**src/design/ex_pkg.sv**
```systemverilog
package ex_pkg;

	// widths that carry a meaning through the stage
	typedef logic [31:0] word_t;
	typedef logic [4:0] reg_idx_t;
	typedef logic [6:0] opcode_t;
	typedef logic [1:0] sel_a_t;
	typedef logic [2:0] sel_b_t;
	typedef logic [1:0] sel_st_t;

	typedef enum logic [3:0] {
		alu_add,
		alu_sub,
		alu_and,
		alu_or,
		alu_xor,
		alu_sll,
		alu_srl,
		alu_sra,
		alu_slt,
		alu_sltu,
		alu_pass_b
	} alu_op_t;

	// opcode zero stays unused so that a bubble decodes as unknown
	localparam opcode_t op_add  = 7'h01;
	localparam opcode_t op_sub  = 7'h02;
	localparam opcode_t op_and  = 7'h03;
	localparam opcode_t op_or   = 7'h04;
	localparam opcode_t op_xor  = 7'h05;
	localparam opcode_t op_sll  = 7'h06;
	localparam opcode_t op_srl  = 7'h07;
	localparam opcode_t op_sra  = 7'h08;
	localparam opcode_t op_slt  = 7'h09;
	localparam opcode_t op_addi = 7'h11;
	localparam opcode_t op_andi = 7'h13;
	localparam opcode_t op_ori  = 7'h14;
	localparam opcode_t op_xori = 7'h15;
	localparam opcode_t op_lui  = 7'h17;
	localparam opcode_t op_lw   = 7'h20;
	localparam opcode_t op_sw   = 7'h21;
	localparam opcode_t op_beq  = 7'h30;
	localparam opcode_t op_bne  = 7'h31;
	localparam opcode_t op_blt  = 7'h32;
	localparam opcode_t op_ble  = 7'h33;
	localparam opcode_t op_bgt  = 7'h34;
	localparam opcode_t op_bge  = 7'h35;
	localparam opcode_t op_jr   = 7'h38;

	// operand A sources
	localparam sel_a_t sel_a_rs1 = 2'd0;
	localparam sel_a_t sel_a_wb  = 2'd1;
	localparam sel_a_t sel_a_exm = 2'd2;
	localparam sel_a_t sel_a_pc  = 2'd3;

	// operand B sources, codes 4 to 6 all pick the immediate
	localparam sel_b_t sel_b_rs2    = 3'd0;
	localparam sel_b_t sel_b_wb     = 3'd1;
	localparam sel_b_t sel_b_exm    = 3'd2;
	localparam sel_b_t sel_b_zero   = 3'd3;
	localparam sel_b_t sel_b_imm_lo = 3'd4;
	localparam sel_b_t sel_b_imm_hi = 3'd6;
	localparam sel_b_t sel_b_one    = 3'd7;

	// store data sources, note the EX/MEM and write-back order is swapped here
	localparam sel_st_t sel_st_rs2  = 2'd0;
	localparam sel_st_t sel_st_exm  = 2'd1;
	localparam sel_st_t sel_st_wb   = 2'd2;
	localparam sel_st_t sel_st_zero = 2'd3;

	typedef struct packed {
		word_t pc;
		word_t pred_fail_pc;
		word_t rs1;
		word_t rs2;
		word_t imm;
		opcode_t opcode;
		reg_idx_t rd_ind;
		sel_a_t sel_a;
		sel_b_t sel_b;
		sel_st_t sel_st;
		logic reg_write;
		logic mem_read;
		logic mem_write;
		logic predicted;
		logic is_beq;
		logic is_bne;
		logic is_blt;
		logic is_ble;
		logic is_bgt;
		logic is_bge;
	} id_ex_t;

	typedef struct packed {
		word_t alu_out;
		word_t store_data;
		reg_idx_t rd_ind;
		logic rd_nonzero;
		logic reg_write;
		logic mem_read;
		logic mem_write;
	} ex_mem_t;

endpackage

```
**src/design/alu.sv**
```systemverilog
`timescale 1ns/1ps

module alu (
	input ex_pkg::word_t a,
	input ex_pkg::word_t b,
	input ex_pkg::alu_op_t op,
	output ex_pkg::word_t result,
	output logic zero,
	output logic carry
);

	logic [4:0] shamt;
	logic [32:0] sum_ext;
	logic [32:0] diff_ext;

	assign shamt = b[4:0];

	// one extra bit catches the carry out of add and the borrow of sub
	assign sum_ext = {1'b0, a} + {1'b0, b};
	assign diff_ext = {1'b0, a} - {1'b0, b};

	always_comb begin
		result = '0;
		carry = 1'b0;
		case (op)
			ex_pkg::alu_add: begin
				result = sum_ext[31:0];
				carry = sum_ext[32];
			end
			ex_pkg::alu_sub: begin
				result = diff_ext[31:0];
				carry = diff_ext[32];
			end
			ex_pkg::alu_and: result = a & b;
			ex_pkg::alu_or: result = a | b;
			ex_pkg::alu_xor: result = a ^ b;
			ex_pkg::alu_sll: result = a << shamt;
			ex_pkg::alu_srl: result = a >> shamt;
			ex_pkg::alu_sra: result = ex_pkg::word_t'($signed(a) >>> shamt);
			ex_pkg::alu_slt: result = {31'd0, $signed(a) < $signed(b)};
			ex_pkg::alu_sltu: result = {31'd0, a < b};
			ex_pkg::alu_pass_b: result = b;
			default: result = '0;
		endcase
	end

	assign zero = (result == '0);

endmodule

```
**src/design/alu_decode.sv**
```systemverilog
`timescale 1ns/1ps

module alu_decode (
	input logic clk,
	input logic rst_n,
	input ex_pkg::opcode_t opcode,
	input logic reg_write,
	output ex_pkg::alu_op_t alu_op
);

	logic opcode_known;

	always_comb begin
		alu_op = ex_pkg::alu_add;
		opcode_known = 1'b1;
		case (opcode)
			// loads and stores form their address with an add
			ex_pkg::op_add, ex_pkg::op_addi, ex_pkg::op_lw, ex_pkg::op_sw: begin
				alu_op = ex_pkg::alu_add;
			end
			ex_pkg::op_sub: alu_op = ex_pkg::alu_sub;
			ex_pkg::op_and, ex_pkg::op_andi: alu_op = ex_pkg::alu_and;
			ex_pkg::op_or, ex_pkg::op_ori: alu_op = ex_pkg::alu_or;
			ex_pkg::op_xor, ex_pkg::op_xori: alu_op = ex_pkg::alu_xor;
			ex_pkg::op_sll: alu_op = ex_pkg::alu_sll;
			ex_pkg::op_srl: alu_op = ex_pkg::alu_srl;
			ex_pkg::op_sra: alu_op = ex_pkg::alu_sra;
			ex_pkg::op_slt: alu_op = ex_pkg::alu_slt;
			// lui arrives with the shifted immediate already on operand B
			ex_pkg::op_lui: alu_op = ex_pkg::alu_pass_b;
			ex_pkg::op_beq, ex_pkg::op_bne, ex_pkg::op_blt,
			ex_pkg::op_ble, ex_pkg::op_bgt, ex_pkg::op_bge,
			ex_pkg::op_jr: begin
				alu_op = ex_pkg::alu_sub;
			end
			default: begin
				// bubbles land here and fall back to add
				alu_op = ex_pkg::alu_add;
				opcode_known = 1'b0;
			end
		endcase
	end

	// decode must never hand an unknown opcode a register write
	unknown_opcode_write: assert property (
		@(posedge clk) disable iff (!rst_n)
		reg_write |-> opcode_known
	) else $error("alu_decode: unknown opcode %h with reg_write set", opcode);

endmodule

```
**src/design/branch_compare.sv**
```systemverilog
`timescale 1ns/1ps

module branch_compare (
	input ex_pkg::word_t a,
	input ex_pkg::word_t b,
	output logic eq,
	output logic lt
);

	ex_pkg::word_t diff_bits;
	logic low_lt;
	logic a_neg_b_pos;
	logic same_sign;

	// any differing bit breaks equality
	assign diff_bits = a ^ b;
	assign eq = ~|diff_bits;

	// magnitude part of the compare, sign bits handled below
	assign low_lt = (a[30:0] < b[30:0]);

	assign a_neg_b_pos = a[31] & ~b[31];
	assign same_sign = ~(a[31] ^ b[31]);

	// cases by sign:
	// negative against non-negative is always less
	// non-negative against negative is never less
	// equal signs fall back on the low bits, which works for two negatives
	// as well since two's complement keeps their order
	assign lt = a_neg_b_pos | (same_sign & low_lt);

endmodule

```
**src/design/ex_pipe_top.sv**
```systemverilog
`timescale 1ns/1ps

module ex_pipe_top (
	input logic clk,
	input logic rst_n,
	input ex_pkg::id_ex_t id_in,
	input ex_pkg::word_t wb_data,
	output ex_pkg::ex_mem_t ex_mem_out,
	output logic redirect,
	output ex_pkg::word_t redirect_pc
);

	ex_pkg::id_ex_t id_ex;
	ex_pkg::ex_mem_t ex_mem_next;
	logic mispredict;
	ex_pkg::word_t target;

	// the same mispredict that raises redirect squashes the next instruction
	id_ex_reg id_ex_reg_inst (
		.clk(clk),
		.rst_n(rst_n),
		.squash(mispredict),
		.id_in(id_in),
		.id_ex(id_ex)
	);

	ex_stage ex_stage_inst (
		.clk(clk),
		.rst_n(rst_n),
		.id_ex(id_ex),
		.fwd_ex(ex_mem_out.alu_out),
		.fwd_mem(wb_data),
		.ex_mem_next(ex_mem_next),
		.mispredict(mispredict),
		.target(target)
	);

	// EX/MEM register and the redirect strobe toward fetch
	always_ff @(posedge clk or negedge rst_n) begin
		if (!rst_n) begin
			ex_mem_out <= '0;
			redirect <= 1'b0;
			redirect_pc <= '0;
		end else begin
			ex_mem_out <= ex_mem_next;
			redirect <= mispredict;
			redirect_pc <= target;
		end
	end

endmodule

```
**src/design/ex_stage.sv**
```systemverilog
`timescale 1ns/1ps

module ex_stage (
	input logic clk,
	input logic rst_n,
	input ex_pkg::id_ex_t id_ex,
	input ex_pkg::word_t fwd_ex,
	input ex_pkg::word_t fwd_mem,
	output ex_pkg::ex_mem_t ex_mem_next,
	output logic mispredict,
	output ex_pkg::word_t target
);

	ex_pkg::word_t oper_a;
	ex_pkg::word_t oper_b;
	ex_pkg::word_t store_data;
	ex_pkg::word_t alu_result;
	ex_pkg::alu_op_t alu_op;
	logic alu_zero;
	logic alu_carry;
	logic is_eq;
	logic is_lt;
	logic is_jr;
	logic taken;

	// fwd_ex is the previous instruction's result, fwd_mem the write-back value
	always_comb begin
		case (id_ex.sel_a)
			ex_pkg::sel_a_rs1: oper_a = id_ex.rs1;
			ex_pkg::sel_a_wb: oper_a = fwd_mem;
			ex_pkg::sel_a_exm: oper_a = fwd_ex;
			default: oper_a = id_ex.pc;
		endcase
	end

	always_comb begin
		case (id_ex.sel_b) inside
			ex_pkg::sel_b_rs2: oper_b = id_ex.rs2;
			ex_pkg::sel_b_wb: oper_b = fwd_mem;
			ex_pkg::sel_b_exm: oper_b = fwd_ex;
			ex_pkg::sel_b_zero: oper_b = '0;
			[ex_pkg::sel_b_imm_lo:ex_pkg::sel_b_imm_hi]: oper_b = id_ex.imm;
			ex_pkg::sel_b_one: oper_b = ex_pkg::word_t'(1);
			default: oper_b = id_ex.rs2;
		endcase
	end

	always_comb begin
		case (id_ex.sel_st)
			ex_pkg::sel_st_rs2: store_data = id_ex.rs2;
			ex_pkg::sel_st_exm: store_data = fwd_ex;
			ex_pkg::sel_st_wb: store_data = fwd_mem;
			default: store_data = '0;
		endcase
	end

	alu_decode alu_decode_inst (
		.clk(clk),
		.rst_n(rst_n),
		.opcode(id_ex.opcode),
		.reg_write(id_ex.reg_write),
		.alu_op(alu_op)
	);

	alu alu_inst (
		.a(oper_a),
		.b(oper_b),
		.op(alu_op),
		.result(alu_result),
		.zero(alu_zero),
		.carry(alu_carry)
	);

	branch_compare branch_compare_inst (
		.a(oper_a),
		.b(oper_b),
		.eq(is_eq),
		.lt(is_lt)
	);

	assign is_jr = (id_ex.opcode == ex_pkg::op_jr);

	// a bubble has no flags and predicted low, so it never mispredicts
	assign taken = (id_ex.is_beq & is_eq) | (id_ex.is_bne & ~is_eq) |
		(id_ex.is_blt & is_lt) | (id_ex.is_ble & (is_lt | is_eq)) |
		(id_ex.is_bgt & ~(is_lt | is_eq)) | (id_ex.is_bge & ~is_lt) | is_jr;

	assign mispredict = (taken != id_ex.predicted);
	assign target = is_jr ? oper_a : id_ex.pred_fail_pc;

	always_comb begin
		ex_mem_next.alu_out = alu_result;
		ex_mem_next.store_data = store_data;
		ex_mem_next.rd_ind = id_ex.rd_ind;
		ex_mem_next.rd_nonzero = (id_ex.rd_ind != '0);
		ex_mem_next.reg_write = id_ex.reg_write;
		ex_mem_next.mem_read = id_ex.mem_read;
		ex_mem_next.mem_write = id_ex.mem_write;
	end

	one_branch_flag: assert property (
		@(posedge clk) disable iff (!rst_n)
		$onehot0({id_ex.is_beq, id_ex.is_bne, id_ex.is_blt,
			id_ex.is_ble, id_ex.is_bgt, id_ex.is_bge}) &&
		!(id_ex.mem_read && id_ex.mem_write)
	) else $error("ex_stage: conflicting branch or memory flags");

	// on a subtract the ALU flags must agree with the comparator, the borrow
	// only tracks lt while both operands share a sign
	cmp_matches_alu: assert property (
		@(posedge clk) disable iff (!rst_n)
		(alu_op == ex_pkg::alu_sub) |->
			(alu_zero == is_eq) && ((oper_a[31] != oper_b[31]) || (alu_carry == is_lt))
	) else $error("ex_stage: comparator disagrees with ALU flags");

endmodule

```
**src/design/id_ex_reg.sv**
```systemverilog
`timescale 1ns/1ps

module id_ex_reg (
	input logic clk,
	input logic rst_n,
	input logic squash,
	input ex_pkg::id_ex_t id_in,
	output ex_pkg::id_ex_t id_ex
);

	// a bubble is all zeros, which clears every control bit and branch flag
	always_ff @(posedge clk or negedge rst_n) begin
		if (!rst_n) begin
			id_ex <= '0;
		end else if (squash) begin
			// the instruction fetched down the wrong path is dropped here
			id_ex <= '0;
		end else begin
			id_ex <= id_in;
		end
	end

endmodule

```
**config.mk**
```make
export PLATFORM = sky130hd
export DESIGN_NAME = ex_pipe_top
export DESIGN_NICKNAME = d
export VERILOG_FILES = /design/src/design/ex_pkg.sv /design/src/design/alu.sv /design/src/design/alu_decode.sv /design/src/design/branch_compare.sv /design/src/design/ex_pipe_top.sv /design/src/design/ex_stage.sv /design/src/design/id_ex_reg.sv
export SDC_FILE = /design/constraint.sdc
export NUM_CORES = 1
export LEC_CHECK = 0
export ABC_CLOCK_PERIOD_IN_PS = 6400
export BUFFER_PORTS_ARGS = -buffer_cell sky130_fd_sc_hd__clkbuf_2
export CORE_AREA = 2 2 209 211
export DETAILED_ROUTE_END_ITERATION = 12
export DIE_AREA = 0 0 211 213
export GPL_TIMING_DRIVEN = 1
export PLACE_DENSITY = 0.79
export SYNTH_ARGS = -nofsm -noshare
export SYNTH_HDL_FRONTEND = slang
export SYNTH_SLANG_ARGS = --single-unit
```
**constraint.sdc**
```tcl
create_clock -name clk -period 6.4 [get_ports clk]
set_input_delay 0.96 -clock clk [delete_from_list [all_inputs] [get_ports clk]]
set_output_delay 0.96 -clock clk [all_outputs]
set_load 0.02 [all_outputs]
```
==> impl_metrics.env, run 1 <==
export IMPL_dieHeight_um=213
export IMPL_period_minus_slack_ns=6.26
export IMPL_avgSynthCellArea_um2=8.84
export IMPL_htree_levels=1
export IMPL_synth_distinct_cells=105
export IMPL_layout_drive_gt1_share=0.240
export IMPL_finalCritPeriodShare=0.978
export IMPL_crit_chain="or2_4 > nor2_1 > nor3_1 > o21ai_0 > inv_1 > ha_1 > nor2b_1 > or4_1 > o211ai_1 > a31oi_1 > o41ai_2 > a31oi_1 > and3_1 > nand2b_1 > a21oi_1 > o21bai_1 > fa_1 > nand2b_1 > mux2i_1 > nand3_1 > xor2_4 > buf_12 > buf_12 > nor2b_1"
export IMPL_postRouteAntennaNets=0
export IMPL_status="complete, no violations"
export IMPL_placementRows=76
export IMPL_place_gp_congestion=1.08
export IMPL_cpPeakStageDelay_ns=0.65
export IMPL_start_util=0.493
export IMPL_synth_area_leaders="dfrtp_1 35%, nor2b_1 6.1%, ha_1 5.8%"
export IMPL_synth_edf_count=0
export IMPL_drtPass1Iterations=8
export IMPL_fp_dieArea_um2=44900
export IMPL_crit_slowest_cell="o21ai_0"
export IMPL_post_route_util=0.578
export IMPL_drt_initial_drc_count=2815
export IMPL_setup_viol=0
export IMPL_drv_cap=0
export IMPL_wl_per_cell_um=29.5
export IMPL_post_dp_hpwl_um=72700
export IMPL_final_common_cell="clkbuf_2"
export IMPL_ys_seq_elements=295
export IMPL_tightestPinTransition_ns=1.16
export IMPL_grt_pass1_vias=21100
export IMPL_postSynth_asyncResetShare=1.00
export IMPL_synth_flop_cell="dfrtp_1"
export IMPL_cts_hold_buf=0
export IMPL_synthCells=2380
export IMPL_syn_num_nets=2703
export IMPL_viasPerCell=6.64
export IMPL_antenna_found_initial=5
export IMPL_cp_arrival_ns=6.75
export IMPL_drc=0
export IMPL_largest_reg_flops=189
export IMPL_endpoint_kind="register"
export IMPL_grt_pass1_wl_um=140000
export IMPL_area_growth_pct=17.2
export IMPL_wl_um=96200
export IMPL_netlist_area_leader_share=0.351
export IMPL_numClockSinks=295
export IMPL_critPathLaunchType="register"
export IMPL_hp_class="reg -> reg"
export IMPL_final_nets=3011
export IMPL_yosysSeqAreaShare=0.351
export IMPL_finalHoldViolCount=0
export IMPL_ios=329
export IMPL_skew_ns=0.0196
export IMPL_required_ns=6.88
export IMPL_grt_usage=0.423
export IMPL_clk_pin_slew_worst_paths_ns=0.06
export IMPL_worstSkewPairLatency_ns=0.59
export IMPL_core_um2=42700
export IMPL_io_buffer_count=328
export IMPL_cp_max_fo=29
export IMPL_synth_area_leader_cell="dfrtp_1"
export IMPL_yosysWarnings=0
export IMPL_grt_max_degree=145
export IMPL_fmax_ghz=0.160
export IMPL_finalMaxSlewViolations=0
export IMPL_seqCellArea_um2=7390
export IMPL_die_x_um=211
export IMPL_cts_tree="built"
export IMPL_fill_cells=3697
export IMPL_clockBufferDepth=3
export IMPL_multi_input_area_um2=12400
export IMPL_mostFrequentLayoutCells="327 x clkbuf_2, 292 x dfrtp_1, 204 x nor2b_1, 193 x a21oi_1, 175 x nand2_1"
export IMPL_synth_area_um2=21000
export IMPL_vias=21600
export IMPL_worstSetupPathType="reg -> reg"
export IMPL_overflow=0
export IMPL_cts_buffers=31
export IMPL_slew_headroom=0.227
export IMPL_cts_root_buf="clkbuf_16"
-- repair_timing --
item                       4_1_cts  5_1_grt
setup endpoints to repair        0      190
resized for setup                0        3
buffers inserted                 0        0
-- per-layer routing --
layer / global-route usage / part of all wire / up-vias
met4: 0.287 / 0.083 / 4
met5: 0 / 0.00023 / -
met3: 0.0909 / 0.11 / 361
met2: 0.627 / 0.42 / 1628
met1: 0.558 / 0.38 / 10400
li1: - / - / 9218
-- layout make-up --
class                           instances  share of cell area
Clock inverter                         12             0.00609
Timing Repair Buffer                  453               0.112
Antenna cell                            1            0.000101
Inverter                              100              0.0152
Clock buffer                           42              0.0356
Sequential cell                       295               0.300
Tap cell                              546              0.0277
Multi-Input combinational cell       1807               0.504
-- cell families after synthesis --
group,Yosys count,share of synthesized area
compound gates,721,0.227
xor+xnor,9,0.00410
fa+ha+maj,100,0.0605
buf+inv,278,0.0611
flops,295,0.351
mux,164,0.0999
simple gates,813,0.197
-- stage by stage --
step / std cells / TNS (ns) / hold WS (ns) / cell area (um2) / setup slack, ns
floorplan: 2380 / 0 / 0.331 / 21000 / 0.135
global route: 3256 / -0.0554 / 0.360 / 24700 / -0.0245
finish: 3256 / 0 / 0.355 / 24700 / 0.138
CTS: 3255 / 0 / 0.353 / 24600 / 0.139
global placement: 3201 / 0 / 0.339 / 23600 / 0.0151
detailed placement: 3201 / -0.109 / 0.347 / 23600 / -0.0288
-- synth_stat cells, drive strengths merged (20+ instances only) --
| library cell | count |
|---|---|
| a211oi | 34 |
| a21o | 20 |
| a21oi | 199 |
| a221oi | 27 |
| and2 | 25 |
| and3 | 20 |
| buf | 96 |
| clkbuf | 82 |
| dfrtp | 295 |
| ha | 97 |
| inv | 98 |
| mux2 | 46 |
| mux2i | 87 |
| mux4 | 31 |
| nand2 | 178 |
| nand3 | 53 |
| nor2 | 170 |
| nor2b | 206 |
| nor3 | 88 |
| o211ai | 36 |
| o21ai | 177 |
| o22ai | 40 |
-- worst max-delay path: cells and delay by family (launching register included) --
family	cells	cell delay [ns]
buffers and inverters	3	0.46
multiplexers	1	0.18
XOR/XNOR	1	0.22
flip-flops	1	0.47
AO/OA/AOI/OAI	7	2.16
AND/OR/NAND/NOR	10	1.82
adder cells (fa/ha/maj)	2	0.81
-- worst paths after layout --
kind                                          startpoint                        end  slack, ns  cells past startpoint
worst max-delay path            id_ex_reg_inst.id_ex[12]  id_ex_reg_inst.id_ex[106]       0.14                     24
worst min-delay path             id_ex_reg_inst.id_ex[9]              ex_mem_out[2]       0.35                      0
worst max register to register  id_ex_reg_inst.id_ex[12]  id_ex_reg_inst.id_ex[106]       0.14                     24
worst min register to register   id_ex_reg_inst.id_ex[9]              ex_mem_out[2]       0.35                      0
max in group asynchronous                          rst_n   id_ex_reg_inst.id_ex[14]       4.59                      2
min in group asynchronous                          rst_n             ex_mem_out[52]       0.36                      1
Power of run 1 is left out: the tool's default activity adds up to more than one toggle a clock period on the data nets, which glitch-free logic cannot reach.
==> run 2: changes to the inputs <==
Settings changed: CAP_MARGIN set to 10, CORE_AREA 2 2 209 211 to 2 2 220 222, DIE_AREA 0 0 211 213 to 0 0 222 224, PLACE_DENSITY 0.79 to 0.73.
==> run 2 against run 1 <==
Compared with the run above:
- via count down 0.51%
- sequential share of layout area decreased by 0.39 points
- clock-buffer cell count up 3
==> impl_metrics.env, run 2 (synthesis results as in run 1) <==
export IMPL_dieHeight_um=224
export IMPL_skew_ns=0.0219
export IMPL_slew_headroom=0.261
export IMPL_vias=21500
export IMPL_cts_tree="built"
export IMPL_grt_max_degree=137
export IMPL_worstSkewPairLatency_ns=0.56
export IMPL_cp_arrival_ns=6.45
export IMPL_stdcell_count=3353
export IMPL_finalCritPeriodShare=0.937
export IMPL_drc=0
export IMPL_cp_startpoint="id_ex_reg_inst.id_ex[13]"
export IMPL_fmax_ghz=0.167
export IMPL_placementRows=80
export IMPL_crit_path_end="id_ex_reg_inst.id_ex[119]"
export IMPL_wl_um=99100
export IMPL_area_growth_pct=18.7
export IMPL_worstSetupPathType="reg -> reg"
export IMPL_postRouteAntennaNets=0
export IMPL_layout_drive_gt1_share=0.247
export IMPL_clockBufferDepth=3
export IMPL_ios=329
export IMPL_cts_hold_buf=0
export IMPL_required_ns=6.85
export IMPL_antenna_found_initial=9
export IMPL_core_um2=47300
export IMPL_viasPerCell=6.42
export IMPL_period_minus_slack_ns=5.99
export IMPL_mostFrequentLayoutCells="327 x clkbuf_2, 292 x dfrtp_1, 204 x nor2b_1, 193 x a21oi_1, 175 x nand2_1"
export IMPL_htree_levels=2
export IMPL_dp_cells=3289
export IMPL_setup_viol=0
export IMPL_die_x_um=222
export IMPL_place_gp_congestion=1.09
export IMPL_pre_cts_slack_ns=-0.00898
export IMPL_rsz0062_at_grt="no"
export IMPL_grt_pass1_wl_um=144000
export IMPL_start_util=0.445
export IMPL_post_dp_hpwl_um=75700
export IMPL_endpoint_kind="register"
export IMPL_fill_cells=4324
export IMPL_cp_max_fo=19
export IMPL_crit_chain="clkinv_1 > buf_4 > buf_4 > o22ai_1 > nor3_1 > o21ai_0 > inv_1 > ha_1 > or3_1 > nor4_1 > o41ai_2 > a31oi_1 > and3_1 > nand2b_1 > a21oi_1 > o21bai_1 > fa_1 > nor2b_1 > a211oi_1 > nand3_1 > xor2_4 > buf_12 > buf_4 > nor2b_1"
export IMPL_drtPass1Iterations=5
export IMPL_rrSetupSlack_ns=0.41
export IMPL_critPathLaunchType="register"
export IMPL_finalHoldViolCount=0
export IMPL_reg2reg_depth=24
export IMPL_r2r_end="id_ex_reg_inst.id_ex[119]"
export IMPL_drt_initial_drc_count=2928
export IMPL_fp_dieArea_um2=49700
export IMPL_fin_ws_ns=0.406
export IMPL_grt_pass1_vias=21000
export IMPL_crit_path_frequent_cell="buf_4"
export IMPL_final_common_cell="clkbuf_2"
export IMPL_clk_pin_slew_worst_paths_ns=0.06
export IMPL_largest_reg_flops=189
export IMPL_hp_class="reg -> reg"
export IMPL_cts_root_buf="clkbuf_16"
export IMPL_final_nets=3033
export IMPL_io_buffer_count=328
export IMPL_cts_buffers=34
export IMPL_multi_input_area_um2=12400
export IMPL_wl_per_cell_um=29.6
export IMPL_numClockSinks=295
export IMPL_overflow=0
export IMPL_tightestPinTransition_ns=1.10
export IMPL_finalMaxSlewViolations=0
export IMPL_grt_usage=0.392
export IMPL_cpPeakStageDelay_ns=0.85
export IMPL_crit_reg2reg_launch="id_ex_reg_inst.id_ex[13]"
export IMPL_drv_cap=0
export IMPL_seqCellArea_um2=7390
export IMPL_crit_slowest_cell="o21ai_0"
export IMPL_status="complete, no violations"
==> run 2: repair_timing <==
action / in CTS / in global routing
endpoints found under the setup margin: 0 / 190
buffers inserted: 0 / 0
resized for setup: 0 / 4
hold endpoints to repair: 0 / 0
==> run 2: critical path, delay by kind of cell (launching register included) <==
kind | cells | cell delay [ns]
AOI/OAI and AO/OA | 7 | 1.95
xor gates and xnor gates | 1 | 0.22
adders and majority gates | 2 | 0.61
buffers and inverters | 6 | 1.02
DFF | 1 | 0.48
and+or+nand+nor | 8 | 1.58
==> run 2: layout make-up <==
| class | instances | share of cell area |
|---|---|---|
| multi-input cells | 1807 | 0.497 |
| inverters | 100 | 0.0150 |
| flip-flops and latches | 295 | 0.296 |
| clock buffers | 45 | 0.0385 |
| clock inverters | 14 | 0.00821 |
| well taps | 615 | 0.0308 |
| repair buffers | 472 | 0.114 |
| diodes | 5 | 0.000501 |
==> run 2: how the worst min path moves through the flow <==
| stage | from | endpoint | slack [ns] | cells after the start |
|---|---|---|---|---|
| 2_1_floorplan | id_ex_reg_inst.id_ex[7] | ex_mem_out[0] | 0.33 | 0 |
| 3_5_place_dp | id_ex_reg_inst.id_ex[9] | ex_mem_out[2] | 0.34 | 0 |
| 5_1_grt | id_ex_reg_inst.id_ex[9] | ex_mem_out[2] | 0.35 | 0 |
| 6_report | id_ex_reg_inst.id_ex[9] | ex_mem_out[2] | 0.35 | 0 |
| 4_1_cts | id_ex_reg_inst.id_ex[9] | ex_mem_out[2] | 0.35 | 0 |
| 3_3_place_gp | id_ex_reg_inst.id_ex[8] | ex_mem_out[1] | 0.35 | 0 |
==> run 2: routing by layer <==
metal	GRT usage	share of wire	vias up
li1	-	-	9270
met1	0.534	0.40	10500
met2	0.586	0.43	1455
met3	0.0752	0.10	277
met4	0.227	0.067	4
met5	0	0.00021	-
==> run 2: per-stage QoR <==
step           hold slack [ns]  setup TNS, ns  utilization  instance area (um2)
6_report                 0.352              0        0.528                25000
5_1_grt                  0.355              0        0.528                25000
4_1_cts                  0.355              0        0.527                25000
3_5_place_dp             0.343        -0.0192        0.503                23800
3_3_place_gp             0.354              0        0.503                23800
2_1_floorplan            0.331              0            -                21000
Power of run 2 is left out for the same reason.
